[config.mk]
export PLATFORM = sky130hd
export DESIGN_NAME = wb_mem_slave
export DESIGN_NICKNAME = d
export VERILOG_FILES = /design/src/mem_pkg.sv /design/src/wb_mem_slave.sv
export VERILOG_INCLUDE_DIRS = /design/src /design/src/include
export SDC_FILE = /design/constraint.sdc
export NUM_CORES = 1
export LEC_CHECK = 0
export CORE_MARGIN = 1.5
export CORE_UTILIZATION = 55
export CTS_CLUSTER_DIAMETER = 30
export DETAILED_ROUTE_END_ITERATION = 8
export DONT_BUFFER_PORTS = 1
export PLACE_DENSITY = 0.7
export SYNTH_ARGS = -nofsm -noshare
export SYNTH_HDL_FRONTEND = slang
export SYNTH_SLANG_ARGS = --single-unit
[constraint.sdc]
create_clock -name clk_i -period 6.75 [get_ports clk_i]
set_input_delay 0 -clock clk_i [delete_from_list [all_inputs] [get_ports clk_i]]
set_output_delay 0 -clock clk_i [all_outputs]
set_load 0.02 [all_outputs]
[src/include/mem_settings.svh]
/* Shared packet buffer sizing
   Buffer depth, host bus width and checksum width */

`ifndef MEM_SETTINGS_SVH
`define MEM_SETTINGS_SVH

// Buffer size in bytes
`define MEM_BYTES 4096

// Host bus data width
`define WB_DW 32

// Word and byte address widths for a 4 KiB buffer
`define WORD_AW 10
`define BYTE_AW 12

// Modular checksum width
`define SUM_W 16

`endif

[src/mem_pkg.sv]
/* Types shared by the packet buffer blocks
   Scan engine command and status, RAM port requests */

`include "mem_settings.svh"

package mem_pkg;

  // Scan engine operation
  typedef enum logic {
    OP_FILL = 1'b0,
    OP_CSUM = 1'b1
  } scan_op_e;

  // Command from the register block, go is a single-cycle pulse
  typedef struct packed {
    logic                go;
    scan_op_e            op;
    logic [`BYTE_AW-1:0] start;
    logic [`BYTE_AW:0]   len;
    logic [7:0]          pattern;
  } scan_cmd_t;

  // Done stays set until the next go
  typedef struct packed {
    logic              busy;
    logic              done;
    logic [`SUM_W-1:0] sum;
  } scan_sts_t;

  // Word-wide port A request
  typedef struct packed {
    logic                we;
    logic [`WORD_AW-1:0] addr;
    logic [`WB_DW-1:0]   wdata;
  } ram_a_req_t;

  // Byte-wide port B request
  typedef struct packed {
    logic                we;
    logic [`BYTE_AW-1:0] addr;
    logic [7:0]          wdata;
  } ram_b_req_t;

endpackage

[src/wb_mem_slave.sv]
/* Wishbone classic slave for the packet buffer
   Word access to RAM port A plus the scan engine register file */

`timescale 1ns/1ps
`include "mem_settings.svh"

module wb_mem_slave (
  input  logic                clk_i,
  input  logic                arst_n_i,
  input  logic                wb_cyc_i,
  input  logic                wb_stb_i,
  input  logic                wb_we_i,
  input  logic [`BYTE_AW:0]   wb_adr_i,
  input  logic [`WB_DW-1:0]   wb_dat_i,
  output logic [`WB_DW-1:0]   wb_dat_o,
  output logic                wb_ack_o,
  output mem_pkg::ram_a_req_t ram_a_o,
  input  logic [`WB_DW-1:0]   ram_a_data_i,
  output mem_pkg::scan_cmd_t  cmd_o,
  input  mem_pkg::scan_sts_t  sts_i
);
  import mem_pkg::*;

  // Register index, address bits 4:2
  localparam logic [2:0] REG_START   = 3'd0;
  localparam logic [2:0] REG_LEN     = 3'd1;
  localparam logic [2:0] REG_PATTERN = 3'd2;
  localparam logic [2:0] REG_CTRL    = 3'd3;
  localparam logic [2:0] REG_STATUS  = 3'd4;
  localparam logic [2:0] REG_SUM     = 3'd5;

  logic                is_mem;
  logic                req_start;
  logic                reg_wr;
  logic                ack_q;
  logic                rd_pend_q;
  logic                ram_we_q;
  logic [`WORD_AW-1:0] ram_addr_q;
  logic [`WB_DW-1:0]   ram_wdata_q;
  logic [`BYTE_AW-1:0] start_q;
  logic [`BYTE_AW:0]   len_q;
  logic [7:0]          pattern_q;
  scan_op_e            op_q;
  logic                go_q;
  logic [`WB_DW-1:0]   reg_rdata;

  assign is_mem = !wb_adr_i[`BYTE_AW];

  // New transfer, not one already being answered
  assign req_start = wb_cyc_i && wb_stb_i && !ack_q && !rd_pend_q;
  assign reg_wr    = req_start && !is_mem && wb_we_i;

  // Memory reads take one extra wait state for the RAM output
  always_ff @(posedge clk_i or negedge arst_n_i)
  begin
    if (!arst_n_i)
    begin
      ack_q     <= 1'b0;
      rd_pend_q <= 1'b0;
      ram_we_q  <= 1'b0;
    end
    else
    begin
      ack_q     <= (req_start && !(is_mem && !wb_we_i)) || rd_pend_q;
      rd_pend_q <= req_start && is_mem && !wb_we_i;
      ram_we_q  <= req_start && is_mem && wb_we_i;
    end
  end

  // Port A address and data, registered in the request cycle
  always_ff @(posedge clk_i)
  begin
    if (req_start && is_mem)
    begin
      ram_addr_q  <= wb_adr_i[`WORD_AW+1:2];
      ram_wdata_q <= wb_dat_i;
    end
  end

  // Engine registers
  always_ff @(posedge clk_i or negedge arst_n_i)
  begin
    if (!arst_n_i)
    begin
      start_q   <= '0;
      len_q     <= '0;
      pattern_q <= '0;
      op_q      <= OP_FILL;
      go_q      <= 1'b0;
    end
    else
    begin
      go_q <= 1'b0;
      if (reg_wr)
      begin
        case (wb_adr_i[4:2])
          REG_START:   start_q   <= wb_dat_i[`BYTE_AW-1:0];
          REG_LEN:     len_q     <= wb_dat_i[`BYTE_AW:0];
          REG_PATTERN: pattern_q <= wb_dat_i[7:0];
          REG_CTRL:
          begin
            // Ignored while the engine is busy
            if (!sts_i.busy)
            begin
              op_q <= scan_op_e'(wb_dat_i[1]);
              go_q <= wb_dat_i[0];
            end
          end
          default: ;
        endcase
      end
    end
  end

  always_comb
  begin
    case (wb_adr_i[4:2])
      REG_START:   reg_rdata = `WB_DW'(start_q);
      REG_LEN:     reg_rdata = `WB_DW'(len_q);
      REG_PATTERN: reg_rdata = `WB_DW'(pattern_q);
      REG_CTRL:    reg_rdata = `WB_DW'({op_q, 1'b0});
      REG_STATUS:  reg_rdata = `WB_DW'({sts_i.done, sts_i.busy});
      REG_SUM:     reg_rdata = `WB_DW'(sts_i.sum);
      default:     reg_rdata = '0;
    endcase
  end

  // Address is held by the master through the ack cycle
  assign wb_dat_o = is_mem ? ram_a_data_i : reg_rdata;
  assign wb_ack_o = ack_q;

  assign ram_a_o = '{we: ram_we_q, addr: ram_addr_q, wdata: ram_wdata_q};

  assign cmd_o = '{go: go_q, op: op_q, start: start_q, len: len_q, pattern: pattern_q};

endmodule

# Yosys cells after proc, flatten, opt, wreduce, memory -nomap -nowiden
# Cells that the tools add are included.
# totals
out_inout_bits	111
ramBits	0
wordCells	42
mem_count	0
inputBits	100
mem_bits_ro	0
register_bits	80
latch_bits	0
# op_classes
reduce_logical	21
add_sub_neg	0
n_mul	0
order_cmp	0
div_mod_pow	0
n_eq_ne	5
bitwise	1
shifts	0
mux	5
# op_table
operator	count
one-hot mux 16 bit (6 select lines)	1
2-to-1 mux 32 bit	1
logical AND 1 bit	10
== test 3 x 2 -> 1 bit, second input constant	2
== test 3 bit, second input constant	2
AND reduction 2 bit	3
zero test 1 bit	5
== test 3 x 1 -> 1 bit, second input constant	1
zero test 3 bit	1
2-to-1 mux 1 bit	3
AND reduction 3 bit	1
logical OR 1 bit	1
inverter 1 bit	1

# Depth between registers and ports, before layout
# depth
depth_word	6
ltp_mapped	5
mapped_depth_nobuf	3

# Least setup slack after synthesis
# OpenSTA, ideal clock, no wires.
# synth_timing
kind	flip-flop to flip-flop
startpoint	register ack_q, in the netlist wb_ack_o
endpoint	register ram_addr_q[0], enable pin
setup_ns	0.442
path_buffers	0
setup_slack_ns	3.786
arrival_ns	2.521
path_stages_with_launch	3
required_ns	6.308
period_less_slack_ns	2.964
path_cell_list	dfrtp_1 -> nand4bb_4 -> nor2_1
# synth_between
elab_chain_len	4
# synth_rtl
item	line_no	source
start: declaration	wb_mem_slave.sv:35	logic ack_q;
start signal: assignment	wb_mem_slave.sv:64	ack_q <= (req_start && !(is_mem && !wb_we_i)) || rd_pend_q;
zero test 1 bit	wb_mem_slave.sv:50	assign req_start = wb_cyc_i && wb_stb_i && !ack_q && !rd_pend_q;
logical AND 1 bit (2 in a row)	wb_mem_slave.sv:50	
logical AND 1 bit	wb_mem_slave.sv:73	if (req_start && is_mem)
end signal: assignment	wb_mem_slave.sv:75	ram_addr_q <= wb_adr_i[`WORD_AW+1:2];
end: declaration	wb_mem_slave.sv:38	logic [`WORD_AW-1:0] ram_addr_q;
# No other way between the ends.
# A chain may end at the register's enable or synchronous reset.

# Worst setup path in the final report
# layout_timing
startpoint	register ack_q, in the netlist wb_ack_o
endpoint	register ram_addr_q[2], enable pin
# Same word-level chain as after synthesis.

==> impl_metrics.yaml <==
outcome:
  status: "finished clean"
yosys:
  ys_types: 39
  syn_nets: 333
  synth_seq_area_share_pct: 63.6
  syn_area_per_cell_um2: 14.9
  synth_seq_cells: 80
  ys_warn_count: 0
  synth_area_mm2: 0.00348
  syn_inst: 233
sta:
  fin_ws_ps: 4600
  hold_viol: 0
  fin_setup_tns_ps: 0
  setup_viol: 0
  timing.final.crit_share_pct: 31.9
  rsz0062_at_grt: "no"
  tightest_slew_ps: 1200
  layout_min_cycle_time_ps: 2150
  relSlewSlack_pct: 19.7
  finClkSkew_ps: 13.1
  max_freq_mhz: 465
  timing.hold.ws_ps: 29.6
  drv_slew: 0
cells_and_area:
  fin_area_mm2: 0.00422
  finalNonFillerCells: 360
  final_util_pct: 70.0
  area_delta_synth_final_pct: 21.4
  n_fill_cell: 421
  nNetsFinal: 379
  drive_gt1_share_pct: 22.2
routing:
  drc_errors: 0
  drtPass1Iterations: 4
  antenna_left: 0
  wl_per_cell_um: 26.6
  vias_per_cell: 6.33
  via_count: 2279
  drt-initial-drc-count: 103
  wl_um: 9580
die:
  rows: 28
  die_y_um: 82.5
  fp.dieArea_mm2: 0.00681
  start_util_pct: 57.7
  core-area_mm2: 0.00603
  io_pins: 211
  dieWidth_um: 82.5
worst_setup_path:
  critPathCaptureType: "flop"
  critPathTopFamily: "simple AND/OR/NAND/NOR gates"
  cp_max_fo: 43
  cp-start-kind: "flop"
  cp.arrival_ps: 2110
  crit_path_max_incr_delay_ps: 940
  cp_slowest_cell: "nor2_4"
  critPathBufInv: 0
  crit_required_ps: 6710
  worstPathCellList: "nand4bb_4, nor2_4"
  critPathKind: "reg2reg"
clocking:
  cts_sinks: 80
  cts_resized: 0
  numCtsBuffers: 9
  cts_hold_buf: 50
  cts-root-buf: "clkbuf_8"
  clock_latency_ps: 350
  cts.clk_slew.worst_paths_ps: 90
  htree_levels: 3
  cts_tree: "done"
  post_cts_buffers: 0
  clk_path_buf_depth: 2
pwr:
  total_power_mw: 1.10
  power_density_mw_per_mm2: 261
  p_leak_nw: 1.73
  peakVddDrop_v: 0.000155
grt:
  antenna_found_initial: 1
  track_usage_pct: 27.6
  grt_pass1_wl_um: 13000
  grt_pass1_vias: 2306
  grt_max_degree: 51
  grt-ovfl-total: 0
place:
  dp_hpwl_um: 6350
  placed_area_mm2: 0.00350
  port_buffers: 0
  place_ws_ps: 4580
  placed_cells: 293
  globalplace.congestion: 0.749
flow_run:
  maxCapViolCount: 0
min_path:
  hold_path_class: "in2reg"
## cells in the mapped netlist, drive strengths merged
| cell | n | area share (%) |
|---|---|---|
| a211oi | 1 | 0.22 |
| a21oi | 3 | 0.43 |
| a22oi | 4 | 0.86 |
| and2 | 2 | 0.36 |
| and3 | 1 | 0.18 |
| and3b | 1 | 0.25 |
| buf | 9 | 1.8 |
| clkbuf | 7 | 0.76 |
| dfrtp | 38 | 27 |
| edfxtp | 42 | 36 |
| inv | 9 | 0.97 |
| mux2 | 38 | 13 |
| mux2i | 14 | 4.0 |
| mux4 | 1 | 0.65 |
| nand2 | 6 | 0.65 |
| nand2b | 4 | 0.72 |
| nand3 | 1 | 0.14 |
| nand3b | 1 | 0.22 |
| nand4b | 1 | 0.25 |
| nand4bb | 1 | 0.79 |
| nor2 | 2 | 0.22 |
| nor2b | 17 | 3.1 |
| nor3 | 3 | 0.58 |
| nor4b | 1 | 0.25 |
| o211ai | 1 | 0.22 |
| o21a | 5 | 1.1 |
| o21ai | 1 | 0.14 |
| o21bai | 1 | 0.22 |
| o221ai | 6 | 1.5 |
| o22a | 1 | 0.25 |
| o22ai | 8 | 1.4 |
| o311ai | 1 | 0.25 |
| or2 | 1 | 0.18 |
| or4 | 1 | 0.32 |
## cell families (layout without fill, tap and decap cells)
| logic type | count (synthesis) | count (layout) | synth area share, % |
|---|---|---|---|
| mux | 53 | 53 | 18.1 |
| simple gates | 43 | 43 | 8.17 |
| buf+inv | 25 | 76 | 3.49 |
| compound gates | 32 | 32 | 6.62 |
| other cells | 0 | 1 | 0 |
| flops | 80 | 80 | 63.6 |
## state kept, by name (all words and copies together) (netlist names)
name and count:
ram_wdata_q 32, len_q 13, start_q 12, ram_addr_q 10, pattern_q 8, go_q 1, op_q 1, ram_we_q 1
rd_pend_q 1, wb_ack_o 1
## power by group
| part | switching, mW | internal [mW] | total (mW) |
|---|---|---|---|
| Combinational | 0.0590 | 0.0646 | 0.124 |
| Clock | 0.185 | 0.175 | 0.360 |
| Sequential | 0.0708 | 0.549 | 0.619 |
| Total | 0.315 | 0.788 | 1.10 |
## worst paths after layout
path                                          start                       end  slack, ps  cells past startpoint
worst max-delay path             wb_ack_o$_DFF_PN0_   ram_addr_q[2]$_DFFE_PP_       4600                      2
worst min-delay path                    wb_adr_i[2]  pattern_q[4]$_DFFE_PN0P_         30                      2
worst max register to register   wb_ack_o$_DFF_PN0_   ram_addr_q[2]$_DFFE_PP_       4600                      2
worst min register to register  rd_pend_q$_DFF_PN0_        wb_ack_o$_DFF_PN0_        490                      1
max in group asynchronous                  arst_n_i     len_q[12]$_DFFE_PN0P_       6440                      2
min in group asynchronous                  arst_n_i      len_q[4]$_DFFE_PN0P_        100                      2
## placed cells by master, fill, tap and decap left out, drive strengths merged, types with 5 or more instances in the layout
master and count:
inv 11, clkbuf 9, dfrtp 38, edfxtp 42
o22ai 8, nor2b 17, mux2 38, mux2i 14
o221ai 6, dlygate4sd3 49, o21a 5, nand2 6
## per-layer routing
metal  vias to the layer above  GRT usage [%]  share of wire, %
li1                        954              -                 -
met1                      1130           31.6                37
met2                       175           45.4                51
met3                        20           9.78               9.9
met4                         0           14.3               2.9
met5                         -              0                 0
## cell type report
| class | count | area (µm²) | area share [%] |
|---|---|---|---|
| sequential | 80 | 2210 | 52.4 |
| timing repair buffer | 51 | 518 | 12.3 |
| tap | 75 | 93.8 | 2.22 |
| antenna | 1 | 2.50 | 0.0593 |
| multi-input combinational | 128 | 1150 | 27.4 |
| clock buffer | 9 | 124 | 2.94 |
| inverter | 9 | 33.8 | 0.801 |
| clock inverter | 7 | 80.1 | 1.90 |
Note: power is estimated with default switching activity, not from simulation.
