<file path="src/include/mem_settings.svh">
/* Shared packet buffer sizing
   Buffer depth, host bus width and checksum width */

`ifndef MEM_SETTINGS_SVH
`define MEM_SETTINGS_SVH

// Buffer size in bytes
`define MEM_BYTES 4096

// Host bus data width
`define WB_DW 32

// Word and byte address widths for a 4 KiB buffer
`define WORD_AW 10
`define BYTE_AW 12

// Modular checksum width
`define SUM_W 16

`endif

</file>
<file path="src/mem_pkg.sv">
/* Types shared by the packet buffer blocks
   Scan engine command and status, RAM port requests */

`include "mem_settings.svh"

package mem_pkg;

  // Scan engine operation
  typedef enum logic {
    OP_FILL = 1'b0,
    OP_CSUM = 1'b1
  } scan_op_e;

  // Command from the register block, go is a single-cycle pulse
  typedef struct packed {
    logic                go;
    scan_op_e            op;
    logic [`BYTE_AW-1:0] start;
    logic [`BYTE_AW:0]   len;
    logic [7:0]          pattern;
  } scan_cmd_t;

  // Done stays set until the next go
  typedef struct packed {
    logic              busy;
    logic              done;
    logic [`SUM_W-1:0] sum;
  } scan_sts_t;

  // Word-wide port A request
  typedef struct packed {
    logic                we;
    logic [`WORD_AW-1:0] addr;
    logic [`WB_DW-1:0]   wdata;
  } ram_a_req_t;

  // Byte-wide port B request
  typedef struct packed {
    logic                we;
    logic [`BYTE_AW-1:0] addr;
    logic [7:0]          wdata;
  } ram_b_req_t;

endpackage

</file>
<file path="src/byte_scan_engine.sv">
/* Byte scan engine on RAM port B
   Fills a byte range with a pattern or sums its bytes */

`timescale 1ns/1ps
`include "mem_settings.svh"

module byte_scan_engine (
  input  logic                clk_i,
  input  logic                arst_n_i,
  input  mem_pkg::scan_cmd_t  cmd_i,
  output mem_pkg::scan_sts_t  sts_o,
  output mem_pkg::ram_b_req_t ram_b_o,
  input  logic [7:0]          ram_b_data_i
);
  import mem_pkg::*;

  logic                busy;
  logic                start_cmd;
  logic                issue_q;
  logic                rd_vld_q;
  logic                done_q;
  logic [`BYTE_AW:0]   cnt_q;
  logic [`SUM_W-1:0]   sum_q;
  scan_op_e            op_q;
  logic [7:0]          pattern_q;
  logic [`BYTE_AW-1:0] addr_q;

  // Busy until the last read byte has been summed
  assign busy      = issue_q || rd_vld_q;
  assign start_cmd = cmd_i.go && !busy;

  always_ff @(posedge clk_i or negedge arst_n_i)
  begin
    if (!arst_n_i)
    begin
      issue_q  <= 1'b0;
      rd_vld_q <= 1'b0;
      done_q   <= 1'b0;
      cnt_q    <= '0;
      sum_q    <= '0;
    end
    else
    begin
      // Read data arrives one cycle after its address
      rd_vld_q <= issue_q && (op_q == OP_CSUM);
      if (start_cmd)
      begin
        issue_q <= (cmd_i.len != '0);
        done_q  <= (cmd_i.len == '0);
        cnt_q   <= cmd_i.len;
        sum_q   <= '0;
      end
      else
      begin
        if (issue_q)
        begin
          cnt_q <= cnt_q - 1'b1;
          if (cnt_q == 'd1)
          begin
            issue_q <= 1'b0;
            // A fill has nothing in flight after its last write
            if (op_q == OP_FILL)
            begin
              done_q <= 1'b1;
            end
          end
        end
        if (rd_vld_q)
        begin
          sum_q <= sum_q + `SUM_W'(ram_b_data_i);
          if (!issue_q)
          begin
            done_q <= 1'b1;
          end
        end
      end
    end
  end

  // Latched command and the walking byte address, wraps at buffer end
  always_ff @(posedge clk_i)
  begin
    if (start_cmd)
    begin
      op_q      <= cmd_i.op;
      pattern_q <= cmd_i.pattern;
      addr_q    <= cmd_i.start;
    end
    else if (issue_q)
    begin
      addr_q <= addr_q + 1'b1;
    end
  end

  assign ram_b_o = '{we: issue_q && (op_q == OP_FILL), addr: addr_q, wdata: pattern_q};

  assign sts_o = '{busy: busy, done: done_q, sum: sum_q};

endmodule

</file>
<file path="config.mk">
export PLATFORM = sky130hd
export DESIGN_NAME = byte_scan_engine
export DESIGN_NICKNAME = d
export VERILOG_FILES = /design/src/mem_pkg.sv /design/src/byte_scan_engine.sv
export VERILOG_INCLUDE_DIRS = /design/src /design/src/include
export SDC_FILE = /design/constraint.sdc
export NUM_CORES = 1
export LEC_CHECK = 0
export BUFFER_PORTS_ARGS = -buffer_cell sky130_fd_sc_hd__buf_2
export CORE_ASPECT_RATIO = 0.5
export CORE_MARGIN = 4
export CORE_UTILIZATION = 52
export DETAILED_ROUTE_END_ITERATION = 10
export PLACE_DENSITY = 0.81
export SETUP_SLACK_MARGIN = 0.05
export SYNTH_ARGS = -nofsm -noshare
export SYNTH_HDL_FRONTEND = slang
export SYNTH_SLANG_ARGS = --single-unit
</file>
<file path="constraint.sdc">
create_clock -name clk_i -period 2.9 [get_ports clk_i]
set_clock_uncertainty 0.1 [all_clocks]
set_input_delay 0.58 -clock clk_i [delete_from_list [all_inputs] [get_ports clk_i]]
set_output_delay 0.58 -clock clk_i [all_outputs]
set_load 0.05 [all_outputs]
</file>
== Word-level counts from Yosys, hierarchy flattened ==
Cells that the tools add are included.
Storage, ports and cells
  register bits after elaboration: 53
  input port bits: 45
  output and inout bits: 39
Cells by class
  add/subtract/negate cells: 3
  equal/unequal tests: 1
  multiplexer cells: 15
  bitwise operators: 1
  reductions and logical operators: 9
Operator list (number)
  16-bit 2-to-1 mux: 2
  13-bit 2-to-1 mux: 2
  12-bit 2-to-1 mux: 2
  16-bit by 8-bit adder with 16-bit output: 1
  13-bit by 1-bit equality test with 1-bit output, second input constant: 1
  13-bit zero test: 1
  13-bit nonzero test: 1
  13-bit by 1-bit subtractor with 13-bit output, second input constant: 1
  12-bit by 1-bit adder with 12-bit output, second input constant: 1
  1-bit 2-to-1 mux: 9
  2-bit nonzero test: 2
  1-bit logical AND: 3
  1-bit zero test: 1
  1-bit logical OR: 1
  1-bit NOT: 1

== Longest topological paths before layout ==
Gate-level depths: netlist of the first run.
  depth after elaboration: 6
  depth in mapped cells: 8
  depth with buffers taken out: 8

== Worst setup path after synthesis of the first run ==
OpenSTA, ideal clock, no wires.
  path type: flip-flop to flip-flop
  start point: register sum_q[0]
  end point: register sum_q[14]
  arrival time: 2.227 ns
  data required time: 2.722 ns
  path slack: 0.496 ns
  stages on the path, launching flop included: 9
  clock period less this slack: 2.404 ns
  cells stage by stage: dfrtp_1 -> ha_1 -> inv_1 -> fa_1 -> nand2b_1 -> a21oi_2 -> o21ai_2 -> or3_1 -> a21oi_1
Between the ends
  cells in the longest elaborated chain, start to end: 3
RTL lines
  start: declaration: RTL line byte_scan_engine.sv:23  | logic [`SUM_W-1:0] sum_q;
  start signal: assignment: RTL line byte_scan_engine.sv:70  | sum_q <= sum_q + `SUM_W'(ram_b_data_i);
  16-bit by 8-bit adder with 16-bit output: RTL line byte_scan_engine.sv:70
  16-bit 2-to-1 mux: RTL line byte_scan_engine.sv:68  | if (rd_vld_q)
  16-bit 2-to-1 mux: RTL line byte_scan_engine.sv:46  | if (start_cmd)
No other way between the ends. The select of a mux whose other input is x is not followed.
A chain may end at the register's enable or synchronous reset.

==> results by stage, run 1 <==
Layout:
- The area growth from synthesis to layout is 19.9%.
- The number of diodes is 0.
- The area of combinational cells with multiple inputs is 1390 um2.
- The sequential cell area is 1430 um2.
- For this run, the post-layout net count is 426.
- The final non-filler cell area is 3500 um2.
- The fraction of final layout cells with drive strength greater than 1 is 0.281.
- Once layout is complete, the utilization of the core stands at 0.678.
- The fill cell instance count of the final layout is 418.

Setup path:
- The largest fanout of any net on the critical path is 12.
- Counting both buffers and inverters, the worst setup path holds a total of 2.
- The launch point of the worst reg-to-reg path is sum_q[0].
- Walking the worst path, the cells encountered are inv_1 -> nor2_1 -> buf_2.
- STA puts the critical path data required time at 2.22 ns.
- Among cell families on the critical path, the largest total delay comes from buffers and inverters.
- The endpoint identified for the worst register-to-register timing path is sum_q[14].
- The worst setup path is launched from a register.
- The highest-delay cell along the critical path is sky130_fd_sc_hd__dfrtp_1.
- The kind of end point of the critical path is an output pin.
- The reg-to-reg setup timing slack is 0.60 ns.
- STA puts the critical path data arrival time at 1.63 ns.
- The type of the worst setup path is reg2out.
- The stage delay of the slowest cell on the critical path is 0.56 ns.
- Counting cells, the worst reg-to-reg path comes to 8.

CTS:
- TritonCTS built the clock tree.
- The clock passes through at most 2 buffers.
- The number of gates resized after cts is 0.
- At the later pin of the worst-skew pair, clock insertion delay measures 0.31 ns.
- The cell sitting at the root of the clock tree is a sky130_fd_sc_hd__clkbuf_8.
- CTS saw 53 sinks.
- The number of levels in the clock H-tree is 2.
- The clock transition time at the flip-flop clock pins of the worst setup and hold paths is 0.10 ns.
- In this run, CTS created clock tree buffers numbering 5.
- Hold repair after CTS inserted 0 buffers.
- The number of buffers added for setup after CTS is 0.

Floorplan:
- The total I/O pin count is 84.
- The die height is 61.0 um.
- The die covers 6950 um2.
- The core area is 5160 um2.
- The initial cell density of the core is 0.566.
- The number of standard-cell rows in the floorplan is 18.
- From left edge to right edge, the die measures 114 um.

STA:
- The clock period could shrink to 2.31 ns.
- The total count of hold-check failures in the final report is 0.
- In the final timing run, aggregate negative setup slack is 0 ns.
- Based on the critical path, the design can be clocked at up to 0.434 GHz.
- The count of endpoints failing setup in the final report is 0.
- The tightest hold path in the finished design has a slack of 0.222 ns.
- The max-slew violation count was 0.
- Across all setup checks in the final design, the least slack found is 0.594 ns.
- The actual transition at the worst max-transition pin is 0.735 ns.
- In the finished design, the share of the clock period the worst path needs comes to 0.795.
- Setup repair after global routing left no endpoint under its margin.
- The worst slew margin relative to its limit is 0.510.

Place:
- At the end of routability-driven placement, the weighted congestion stood at 0.835.
- In this run the cell area measured after placement is 3390 um2.
- Before CTS, the worst setup slack after placement is 0.321 ns.
- The half-perimeter wire length of the detailed placement result is 4.95 mm.
- Input and output buffers added on the ports amount to 83.

Power:
- The internal power component is 1.36 mW.
- For this design the static power due to leakage is 1.56 nW.
- Of the total power, registers draw 0.417.
- Summed over all nets, the switching power comes to 0.868 mW.
- The switching power share of the total is 0.390.
- The worst-case IR drop observed on VDD is 469 uV.
- The fraction of power consumed by combinational cells is 0.358.
- The clock share of power is 0.225.
- Dividing total power by cell area gives a power density of 636 nW/um2.

Synth:
- After synthesis the cells add up to 2920 um2.
- Of the total synthesized cell area, the portion taken by AND, OR, NAND and NOR gates is 0.193.
- The post-synthesis net count is 343.
- The post-synthesis cell type count is 53.
- The post-synthesis cell count is 286.
- After synthesis, the share of flip-flops with an asynchronous set or reset is 0.604.
- The count of flip-flops with a built-in enable after synthesis is 21.
- The synthesized-area fraction occupied by ao, oa, aoi and oai cells came to 0.151.
- The largest family of logic cells by synthesized area is simple AND/OR/NAND/NOR gates.
- The area share of xor/xnor cells in the synthesized design is 0.0630.
- Measured against the total synthesized area, the mux share comes to 0.0137.
- The portion of the post-synthesis area used by sequential elements is 0.491.
- Yosys printed 0 warnings.
- Among all flip-flop cells after synthesis, the most frequent one is sky130_fd_sc_hd__dfrtp_1.
- The mean area per synthesized cell is 10.2 um2.
- The fraction of the mapped netlist area in adder cells is 0.0540.
- The number of register bits inferred by synthesis is 53.

Global routing:
- Entering global routing, the biggest net connects 33 pins.
- The number of global-route vias before repair is 2358.
- The leftover overflow at the end of global routing is 0.
- In the global route stage, overall resource usage came out at 0.192.
- The global-route wire length before repair is 10.7 mm.
- The number of antenna violations at the first check in global routing is 0.

Routing:
- The number of iterations in the first detailed-routing pass is 4.
- Summed over all layers, the routed wires come to 6.54 mm.
- In this run the remaining antenna-violating nets after routing total 0.
- The via count of the routed design is 2435.
- The routed via count divided by cell count is 5.53.
- Dividing the detail-routed wire length by the instance count gives 14.9 um.
- The count of routing violations after the opening detailed-route iteration is 156.
- After detailed routing, the number of remaining DRC violations is 0.

Run status:
- The run finished with clean final reports.

Job:
- Across the run, the number of max-cap violations was 0.

Worst hold path:
- The tightest min-delay check is of the in2async type.
[per-stage QoR]
stage / total power, mW / instances
6_report: 2.22 / 440
3_3_place_gp: 1.72 / 432
5_1_grt: 2.35 / 440
4_1_cts: 2.24 / 440
2_1_floorplan: 1.54 / 286
3_5_place_dp: 1.74 / 432
[per-layer routing]
layer / share of wire / GRT usage / up-vias
li1: - / - / 1208
met1: 0.44 / 0.237 / 1153
met2: 0.49 / 0.358 / 68
met3: 0.068 / 0.0508 / 6
met4: 0.0073 / 0.0254 / 0
met5: 0 / 0 / -
[cells in the final DEF (no fill, tap or decap), types with 2 or more instances in the layout]
cell type,n
sky130_fd_sc_hd__clkinv_1,2
sky130_fd_sc_hd__buf_4,3
sky130_fd_sc_hd__nor4_4,3
sky130_fd_sc_hd__xor2_1,14
sky130_fd_sc_hd__o21ai_1,3
sky130_fd_sc_hd__o21ai_2,2
sky130_fd_sc_hd__inv_1,11
sky130_fd_sc_hd__xnor2_1,7
sky130_fd_sc_hd__a31oi_1,2
sky130_fd_sc_hd__o21ai_0,20
sky130_fd_sc_hd__ha_1,11
sky130_fd_sc_hd__nand4_1,4
sky130_fd_sc_hd__and4_1,4
sky130_fd_sc_hd__nand2b_1,3
sky130_fd_sc_hd__a22oi_1,5
sky130_fd_sc_hd__nor2_1,10
sky130_fd_sc_hd__nand3_1,13
sky130_fd_sc_hd__a21oi_1,13
sky130_fd_sc_hd__clkbuf_8,5
sky130_fd_sc_hd__a211oi_1,2
sky130_fd_sc_hd__buf_2,83
sky130_fd_sc_hd__mux2i_1,4
sky130_fd_sc_hd__a21o_1,2
sky130_fd_sc_hd__edfxtp_1,21
sky130_fd_sc_hd__and3_1,4
sky130_fd_sc_hd__o31ai_1,2
sky130_fd_sc_hd__o22ai_1,4
sky130_fd_sc_hd__o211ai_1,6
sky130_fd_sc_hd__dfrtp_1,32
sky130_fd_sc_hd__nand2_1,46
sky130_fd_sc_hd__nor4_1,4
sky130_fd_sc_hd__nor3_1,2
[worst max-delay path by stage]
stage	endpoint	depth (start not counted)	start	slack, ns
CTS	sum_q[14]	8	sum_q[0]	0.58
detailed placement	sum_q[14]	9	ram_b_data_i[0]	0.32
floorplan	sum_q[14]	8	sum_q[0]	0.50
finish	ram_b_o[20]	3	issue_q	0.59
global placement	sum_q[14]	9	ram_b_data_i[0]	0.48
global route	sum_q[14]	8	sum_q[0]	0.46
[flip-flops by register name (all words and copies together) (netlist names)]
signal	cells
sum_q	16
cnt_q	13
addr_q	12
pattern_q	8
done_q	1
issue_q	1
op_q	1
rd_vld_q	1
[cells by family after synthesis]
logic type | after synthesis
flops | 53
simple gates | 103
mux | 4
xor+xnor | 21
buf+inv | 23
compound gates | 70
fa+ha+maj | 12
[power by group through the flow]
stage               Clock (mW)  Sequential [mW]  Combinational [mW]
global placement             0            0.941               0.778
finish                   0.500            0.928               0.797
floorplan                    0             1.19               0.347
global route             0.538            0.943               0.869
detailed placement           0            0.943               0.800
CTS                      0.508            0.929               0.802
[cells in the mapped netlist, types with 4 or more instances]
| master | count | area share |
|---|---|---|
| sky130_fd_sc_hd__nor2_1 | 10 | 0.013 |
| sky130_fd_sc_hd__nor4_1 | 4 | 0.0086 |
| sky130_fd_sc_hd__dfrtp_1 | 32 | 0.27 |
| sky130_fd_sc_hd__inv_1 | 11 | 0.014 |
| sky130_fd_sc_hd__a21oi_1 | 13 | 0.022 |
| sky130_fd_sc_hd__buf_2 | 6 | 0.010 |
| sky130_fd_sc_hd__edfxtp_1 | 21 | 0.22 |
| sky130_fd_sc_hd__mux2i_1 | 4 | 0.014 |
| sky130_fd_sc_hd__nand2_1 | 46 | 0.059 |
| sky130_fd_sc_hd__o211ai_1 | 6 | 0.015 |
| sky130_fd_sc_hd__nand3_1 | 13 | 0.022 |
| sky130_fd_sc_hd__o21ai_0 | 20 | 0.034 |
| sky130_fd_sc_hd__xnor2_1 | 7 | 0.021 |
| sky130_fd_sc_hd__ha_1 | 11 | 0.047 |
| sky130_fd_sc_hd__a22oi_1 | 5 | 0.013 |
| sky130_fd_sc_hd__and4_1 | 4 | 0.012 |
| sky130_fd_sc_hd__and3_1 | 4 | 0.0086 |
| sky130_fd_sc_hd__xor2_1 | 14 | 0.042 |
| sky130_fd_sc_hd__nand4_1 | 4 | 0.0086 |
| sky130_fd_sc_hd__o22ai_1 | 4 | 0.0086 |
[layout make-up]
type | count | area share
multi-input cells | 210 | 0.396
flip-flops and latches | 53 | 0.409
clock inverters | 2 | 0.00966
well taps | 70 | 0.0250
repair buffers | 86 | 0.125
clock buffers | 6 | 0.0208
inverters | 13 | 0.0140
Note: power is estimated with default switching activity, not from simulation.
==> inputs of run 2 (changes only) <==
--- a/config.mk
+++ b/config.mk
@@ -9,9 +9,9 @@
 export BUFFER_PORTS_ARGS = -buffer_cell sky130_fd_sc_hd__buf_2
 export CORE_ASPECT_RATIO = 0.5
 export CORE_MARGIN = 4
-export CORE_UTILIZATION = 52
+export CORE_UTILIZATION = 47
 export DETAILED_ROUTE_END_ITERATION = 10
-export PLACE_DENSITY = 0.81
+export PLACE_DENSITY = 0.77
 export SETUP_SLACK_MARGIN = 0.05
 export SYNTH_ARGS = -nofsm -noshare
 export SYNTH_HDL_FRONTEND = slang
==> constraint.sdc (replaced) <==
create_clock -name clk_i -period 2 [get_ports clk_i]
set_clock_uncertainty 0.1 [all_clocks]
set_input_delay 0.4 -clock clk_i [delete_from_list [all_inputs] [get_ports clk_i]]
set_output_delay 0.4 -clock clk_i [all_outputs]
set_load 0.05 [all_outputs]
==> run 2 against run 1 <==
- register-to-register slack lost 0.55 ns
- clock power rose by 100%
- worst hold slack got worse by 0.14 ns
- global-route usage increased by 0.18 points
- sequential power increased by 48%
- worst setup slack worse by 0.54 ns
- largest power group unchanged
==> results by stage, run 2 (synthesized netlist as in run 1, its figures left out) <==
STA:
- The fmax is 0.513 GHz.
- The total negative slack for setup checks came to 0 ns (unchanged).
- The actual transition at the worst max-transition pin is 0.750 ns (was 0.735 ns).
- The worst path in the final design needs a cycle of 1.95 ns, including I/O delays and setup.
- The count of endpoints failing setup in the final report was 0 (unchanged).
- The final critical-path share of the clock period is 0.975.
- Setup repair after global routing missed its margin: yes (was no).
- The max-slew violation count is 0 (unchanged).
- The total count of hold-check failures in the final report is 0 (unchanged).
- The worst slew margin relative to its limit is 0.500 (was 0.510).

Place:
- The half-perimeter wire length of the detailed placement result is 5.26 mm (was 4.95 mm).
- The number of buffers added on ports is 83 (unchanged).
- The final weighted congestion in routability-driven placement is 0.864 (was 0.835).

Global routing:
- The global-route wire length before repair is 12.2 mm (was 10.7 mm).
- The number of global-route vias before repair is 2566 (was 2358).
- The overall track demand over capacity in global routing is 0.194 (was 0.192).
- The leftover overflow at the end of global routing is 0 (unchanged).
- The number of antenna violations at the first check in global routing is 0 (unchanged).
- The pin count of the biggest net entering global routing is 53 (was 33).

Layout:
- The most common cell after layout, fill and taps aside is sky130_fd_sc_hd__buf_2 (unchanged).
- Leading cell types in the layout, fill and taps excluded: sky130_fd_sc_hd__buf_2, sky130_fd_sc_hd__nand2_1, sky130_fd_sc_hd__dfrtp_1 (unchanged).
- The number of diodes is 0 (unchanged).
- The number of nets at the end of the flow came to 438 (was 426).
- Largest registers ranked by flip-flop count: sum_q: 16 flops, cnt_q: 13 flops, addr_q: 12 flops (unchanged).
- The fill cell instance count of the final layout is 456 (was 418).
- The area of combinational cells with multiple inputs is 1460 um2 (was 1390 um2).
- The number of flip-flops in the largest register is 16 (unchanged).
- The register name with the most flops was sum_q (unchanged).
- The fraction of final layout cells with drive strength greater than 1 is 0.346 (was 0.281).
- The sequential cell area is 1440 um2 (was 1430 um2).
- The core occupancy in the finished layout is 0.656 (was 0.678).
- The layout overhead on the synthesized area is 28.9% (was 19.9%).

Floorplan:
- The area of the die is 7610 um2 (was 6950 um2).
- The core area is 5730 um2 (was 5160 um2).
- The total I/O pin count is 84 (unchanged).
- The die height is 63.7 um (was 61.0 um).
- The initial cell density of the core was 0.509 (was 0.566).
- The number of standard-cell rows in the floorplan came to 19 (was 18).
- The overall die width is 119 um (was 114 um).

Power:
- The power spent charging and discharging nets is 1.36 mW (was 0.868 mW).
- The sequential group share of total power is 0.369 (was 0.417).
- The clock share of power is 0.269 (was 0.225).
- The internal power component is 2.35 mW (was 1.36 mW).
- The power per unit of standard cell area is 985 nW/um2 (was 636 nW/um2).
- The worst voltage drop across the vdd grid is 865 uV (was 469 uV).
- The reported leakage power is 1.65 nW (was 1.56 nW).
- The switching power share of the total is 0.366 (was 0.390).
- The fraction of power consumed by combinational cells is 0.362 (was 0.358).

Routing:
- The wire length on met1 is 3.16 mm (was 2.85 mm).
- The total wire length was 7.29 mm (was 6.54 mm).
- The detailed-routed wire length on met2 is 3.68 mm (was 3.20 mm).
- The via count of the routed design is 2544 (was 2435).
- The count of routing violations after the opening detailed-route iteration is 134 (was 156).
- The residual antenna-violating net count after detailed routing was 0 (unchanged).
- The routed via count divided by cell count is 5.46 (was 5.53).
- The number of iterations in the first detailed-routing pass is 4 (unchanged).
- The per-cell routed wire length is 15.6 um (was 14.9 um).
- The highest metal layer with signal wires is met4 (unchanged).
- The number of remaining DRC errors came to 0 (unchanged).
- The met3 wire length is 356 um (was 443 um).

CTS:
- The CTS sink count was 53 (unchanged).
- The deepest clock path buffer count came to 2 (unchanged).
- The number of levels in the clock H-tree is 2 (unchanged).
- The root cell of the clock tree is sky130_fd_sc_hd__clkbuf_16 (was sky130_fd_sc_hd__clkbuf_8).
- The clock tree from TritonCTS is built (unchanged).
- The clock transition time at the flip-flop clock pins of the worst setup and hold paths was 0.07 ns (was 0.10 ns).
- The clock insertion delay at the later pin of the skew report is 0.28 ns (was 0.31 ns).
- The total clock buffers created by CTS is 5 (unchanged).

Setup path:
- The kind of end point of the critical path was a register (was output pin).
- The start point of the critical path is sum_q[0] (was issue_q).
- The endpoint required time on the critical path is 2.07 ns (was 2.22 ns).
- The largest fanout of any net on the critical path came to 5 (was 12).
- The type of the worst setup path is reg2reg (was reg2out).
- The launch point of the worst reg-to-reg path is sum_q[0] (unchanged).
- The type of origin of the critical path is a register (unchanged).
- The worst path arrival time is 2.02 ns (was 1.63 ns).

Job:
- The max-capacitance violation count is 0 (unchanged).

Worst hold path:
- The class of the tightest hold or removal check is in2async (unchanged).

Run status:
- Run status: complete, no violations (unchanged).
## run 2: cell count changes in the layout (fill, tap and decap cells not counted), sizes merged
cell | before | now
buf | 86 | 98
clkinv | 2 | 1
clkbuf | 6 | 7
## run 2: final cells by class
cell class,instances,area share
multi-input cells,210,0.387
repair buffers,98,0.144
inverters,13,0.0130
clock inverters,1,0.00798
clock buffers,7,0.0379
flip-flops and latches,53,0.383
well taps,84,0.0279
## run 2: path summary, 6_finish.rpt
kind | cells past startpoint | to | slack [ns]
worst max register to register | 9 | sum_q[14] | 0.05
worst min-delay path | 1 | cnt_q[6] | 0.08
worst max-delay path | 9 | sum_q[14] | 0.05
max in group asynchronous | 1 | sum_q[3] | 1.20
min in group clk_i | 1 | pattern_q[5] | 0.19
worst min register to register | 1 | rd_vld_q | 0.40
## run 2: metal layers
| layer | vias to the layer above | track usage |
|---|---|---|
| li1 | 1231 | - |
| met1 | 1232 | 0.243 |
| met2 | 69 | 0.345 |
| met3 | 12 | 0.0411 |
| met4 | 0 | 0.0514 |
| met5 | - | 0 |
## run 2: power by group through the flow
| stage | clock network (mW) | registers, mW | logic, mW |
|---|---|---|---|
| 2_1_floorplan | 0 | 1.73 | 0.523 |
| 3_3_place_gp | 0 | 1.37 | 1.23 |
| 3_5_place_dp | 0 | 1.38 | 1.26 |
| 4_1_cts | 1.01 | 1.36 | 1.28 |
| 5_1_grt | 1.07 | 1.39 | 1.45 |
| 6_report | 0.998 | 1.37 | 1.34 |
## run 2: through the flow
stage | cell area [um2] | setup slack, ns | power, mW | hold slack [ns] | std cells
floorplan | 2960 | -0.0829 | 2.26 | 0.00441 | 286
global placement | 3530 | -0.0185 | 2.60 | 0.374 | 456
detailed placement | 3530 | -0.0864 | 2.64 | 0.386 | 456
CTS | 3720 | 0.0597 | 3.65 | 0.103 | 465
global route | 3760 | -0.0370 | 3.91 | 0.126 | 466
finish | 3760 | 0.0508 | 3.71 | 0.0807 | 466
## run 2: what timing repair did
action / CTS / global route
pin swaps: 0 / 2
setup buffers: 1 / 1
endpoints found under the setup margin: 2 / 9
hold buffers: 0 / 0
gates resized for setup: 1 / 5
## run 2: worst max-delay path, cell delays in order, from the launching register on
cell	delay (ns)
sky130_fd_sc_hd__dfrtp_2	0.38
sky130_fd_sc_hd__ha_4	0.13
sky130_fd_sc_hd__inv_2	0.03
sky130_fd_sc_hd__fa_2	0.33
sky130_fd_sc_hd__nand2b_4	0.16
sky130_fd_sc_hd__a21oi_4	0.16
sky130_fd_sc_hd__o21ai_2	0.10
sky130_fd_sc_hd__buf_4	0.14
sky130_fd_sc_hd__o21ai_0	0.21
sky130_fd_sc_hd__a21oi_2	0.08
==> inputs of run 3 (changes only) <==
--- a/config.mk
+++ b/config.mk
@@ -11,7 +11,7 @@
 export CORE_MARGIN = 4
 export CORE_UTILIZATION = 47
 export DETAILED_ROUTE_END_ITERATION = 10
-export PLACE_DENSITY = 0.77
+export PLACE_DENSITY = 0.76
 export SETUP_SLACK_MARGIN = 0.05
 export SYNTH_ARGS = -nofsm -noshare
 export SYNTH_HDL_FRONTEND = slang
==> run 3 against run 2 <==
- sequential share of layout area increased by 0.31 points
- design area decreased by 0.80%
- power decreased by 4.7%
- worst hold slack improved by 0.10 ns
- sequential power about the same
- routed wire length decreased by 1.5%
- fmax decreased by 0.33%
- combinational power about the same
- die area unchanged
- largest cell class unchanged
==> results by stage, run 3 (synthesized netlist as in run 1, its figures left out) <==
Place:
- The final weighted congestion in routability-driven placement is 0.867 (was 0.864).
- The placed instance count is 454 (was 456).
- The half-perimeter wire length of the detailed placement result is 5.21 mm (was 5.26 mm).
- The post-placement setup slack is -0.0599 ns (was -0.0864 ns).
- The post-placement cell area was 3510 um2 (was 3530 um2).
- The number of buffers added on ports is 83 (unchanged).

Routing:
- The number of remaining DRC errors is 0 (unchanged).
- The per-cell routed wire length came to 15.5 um (was 15.6 um).
- The routed via count divided by cell count is 5.39 (was 5.46).
- The total wire length came to 7.18 mm (was 7.29 mm).
- The number of iterations in the first detailed-routing pass is 4 (unchanged).
- The count of routing violations after the opening detailed-route iteration was 103 (was 134).
- The residual antenna-violating net count after detailed routing was 0 (unchanged).
- The via count of the routed design is 2499 (was 2544).

Power:
- The reported leakage power is 1.63 nW (was 1.65 nW).
- The internal power component is 2.16 mW (was 2.35 mW).
- The power spent charging and discharging nets is 1.37 mW (was 1.36 mW).
- The fraction of power consumed by combinational cells is 0.376 (was 0.362).
- The total power was 3.53 mW (was 3.71 mW).
- The switching power share of the total is 0.389 (was 0.366).
- The worst voltage drop across the vdd grid was 740 uV (was 865 uV).
- The power per unit of standard cell area is 946 nW/um2 (was 985 nW/um2).
- The clock share of power is 0.234 (was 0.269).
- The sequential group share of total power is 0.390 (was 0.369).

Worst hold path:
- The class of the tightest hold or removal check is in2reg (was in2async).

CTS:
- The number of levels in the clock H-tree is 2 (unchanged).
- The root cell of the clock tree is sky130_fd_sc_hd__clkbuf_16 (unchanged).
- The total clock buffers created by CTS came to 5 (unchanged).
- The CTS sink count is 53 (unchanged).
- The clock transition time at the flip-flop clock pins of the worst setup and hold paths is 0.07 ns (about the same).
- The deepest clock path buffer count is 2 (unchanged).
- The clock insertion delay at the later pin of the skew report is 0.29 ns (was 0.28 ns).
- The clock tree from TritonCTS is built (unchanged).

Layout:
- The fill cell instance count of the final layout came to 455 (was 456).
- The register name with the most flops is sum_q (unchanged).
- The core occupancy in the finished layout is 0.651 (was 0.656).
- Largest registers ranked by flip-flop count: sum_q: 16 flops, cnt_q: 13 flops, addr_q: 12 flops (unchanged).
- The number of diodes came to 0 (unchanged).
- Leading cell types in the layout, fill and taps excluded: sky130_fd_sc_hd__buf_2, sky130_fd_sc_hd__nand2_1, sky130_fd_sc_hd__dfrtp_1 (unchanged).
- The fraction of final layout cells with drive strength greater than 1 was 0.345 (was 0.346).
- The number of flip-flops in the largest register is 16 (unchanged).
- The most common cell after layout, fill and taps aside is sky130_fd_sc_hd__buf_2 (unchanged).
- The number of nets at the end of the flow is 436 (was 438).
- The final non-filler cell area is 3730 um2 (was 3760 um2).
- The final non-filler cell total is 464 (was 466).
- The layout overhead on the synthesized area is 27.9% (was 28.9%).

Setup path:
- The type of origin of the critical path is a register (unchanged).
- The type of the worst setup path is reg2reg (unchanged).
- The number of cells on the critical path is 6 (was 9).
- The stage delay of the slowest cell on the critical path is 0.40 ns (was 0.38 ns).
- The end point of the critical path was sum_q[14] (unchanged).
- The worst path arrival time came to 2.07 ns (was 2.02 ns).
- The cell family with the largest share of critical-path delay is compound AO/OA/AOI/OAI gates (unchanged).
- The capture point of the worst reg-to-reg path is sum_q[14] (unchanged).
- The highest-delay cell along the critical path is sky130_fd_sc_hd__dfrtp_1 (was sky130_fd_sc_hd__dfrtp_2).
- The launch point of the worst reg-to-reg path is sum_q[7] (was sum_q[0]).
- The endpoint required time on the critical path is 2.12 ns (was 2.07 ns).
- Critical path, cell by cell: ha_1 -> a21oi_1 -> nand2_1 -> o21ai_4 -> o21ai_0 -> a21oi_2 (was ha_4 -> inv_2 -> fa_2 -> nand2b_4 -> a21oi_4 -> o21ai_2 -> buf_4 -> o21ai_0 -> a21oi_2).
- The start point of the critical path is sum_q[7] (was sum_q[0]).
- The kind of end point of the critical path is a register (unchanged).
- The reg-to-reg setup timing slack came to 0.04 ns (was 0.05 ns).
- The logic depth of the worst register-to-register path was 6 (was 9).
- The largest fanout of any net on the critical path is 6 (was 5).
- The critical path buffer and inverter count is 0 (was 2).

Global routing:
- The leftover overflow at the end of global routing is 0 (unchanged).
- The number of antenna violations at the first check in global routing came to 0 (unchanged).
- The overall track demand over capacity in global routing is 0.190 (was 0.194).
- The number of global-route vias before repair was 2549 (was 2566).
- The pin count of the biggest net entering global routing is 53 (unchanged).
- The global-route wire length before repair was 11.9 mm (was 12.2 mm).

Run status:
- Run status: complete, no violations (unchanged).

STA:
- The fmax is 0.511 GHz (was 0.513 GHz).
- The final critical-path share of the clock period came to 0.978 (was 0.975).
- The max-slew violation count was 0 (unchanged).
- The total count of hold-check failures in the final report is 0 (unchanged).
- The worst slew margin relative to its limit came to 0.646 (was 0.500).
- The actual transition at the worst max-transition pin was 0.530 ns (was 0.750 ns).
- The worst path setup slack after routing is 0.0444 ns (was 0.0508 ns).
- The worst hold-check slack was 0.180 ns (was 0.0807 ns).
- The count of endpoints failing setup in the final report is 0 (unchanged).
- Setup repair after global routing missed its margin: yes (unchanged).
- The post-route minimum period was 1.96 ns (was 1.95 ns).
- The total negative slack for setup checks was 0 ns (unchanged).

Floorplan:
- The number of standard-cell rows in the floorplan is 19 (unchanged).
- The die height is 63.7 um (unchanged).
- The area of the die is 7610 um2 (unchanged).
- The core area came to 5730 um2 (unchanged).
- The total I/O pin count is 84 (unchanged).
- The overall die width is 119 um (unchanged).
- The initial cell density of the core is 0.509 (unchanged).

Job:
- The max-capacitance violation count came to 0 (unchanged).
run 3: cell types whose count changed in the layout (fill, tap and decap cells not counted), sizes merged:
cell | previous run | this run
buf | 98 | 95
clkbuf | 7 | 6
clkinv | 1 | 3
dlygate4sd3 | 0 | 1
bufinv | 1 | 0
run 3: final cells by class:
class,count,area (um2),area share
Sequential cell,53,1440,0.386
Multi-Input combinational cell,210,1480,0.398
Inverter,13,48.8,0.0131
Clock buffer,6,129,0.0345
Clock inverter,2,10.0,0.00268
Timing Repair Buffer,96,515,0.138
Tap cell,84,105,0.0282
run 3: layer usage:
metal  wire, um  GRT usage  vias up
li1           -          -     1230
met1       3090      0.230     1202
met2       3680      0.346       59
met3        346     0.0393        8
met4         72     0.0556        0
met5          0          0        -
run 3: how the worst min path moves through the flow:
stage	from	endpoint	slack, ns	cells after the start
floorplan	arst_n_i	cnt_q[0]	0.004	0
global placement	arst_n_i	sum_q[13]	0.26	1
detailed placement	arst_n_i	sum_q[15]	0.26	1
CTS	cmd_i[3]	pattern_q[3]	0.18	1
global route	cmd_i[3]	pattern_q[3]	0.17	1
finish	cmd_i[3]	pattern_q[3]	0.18	1
run 3: power groups by stage:
stage	combinational, mW	sequential (mW)	clock (mW)
after global routing	1.44	1.40	0.899
final	1.33	1.38	0.826
after detailed placement	1.22	1.38	0
after global placement	1.19	1.37	0
after floorplan	0.523	1.73	0
after CTS	1.24	1.36	0.843
run 3: timing repair:
item / CTS / global route
pin swaps: 0 / 3
hold buffers: 1 / 0
setup endpoints to repair: 2 / 6
setup buffers: 1 / 0
hold endpoints to repair: 16 / 0
resized for setup: 1 / 8
run 3: worst register-to-register path, cell delays in order, from the launching register on:
cell	delay, ns
sky130_fd_sc_hd__dfrtp_1	0.40
sky130_fd_sc_hd__ha_1	0.39
sky130_fd_sc_hd__a21oi_1	0.30
sky130_fd_sc_hd__nand2_1	0.15
sky130_fd_sc_hd__o21ai_4	0.23
sky130_fd_sc_hd__o21ai_0	0.15
sky130_fd_sc_hd__a21oi_2	0.16
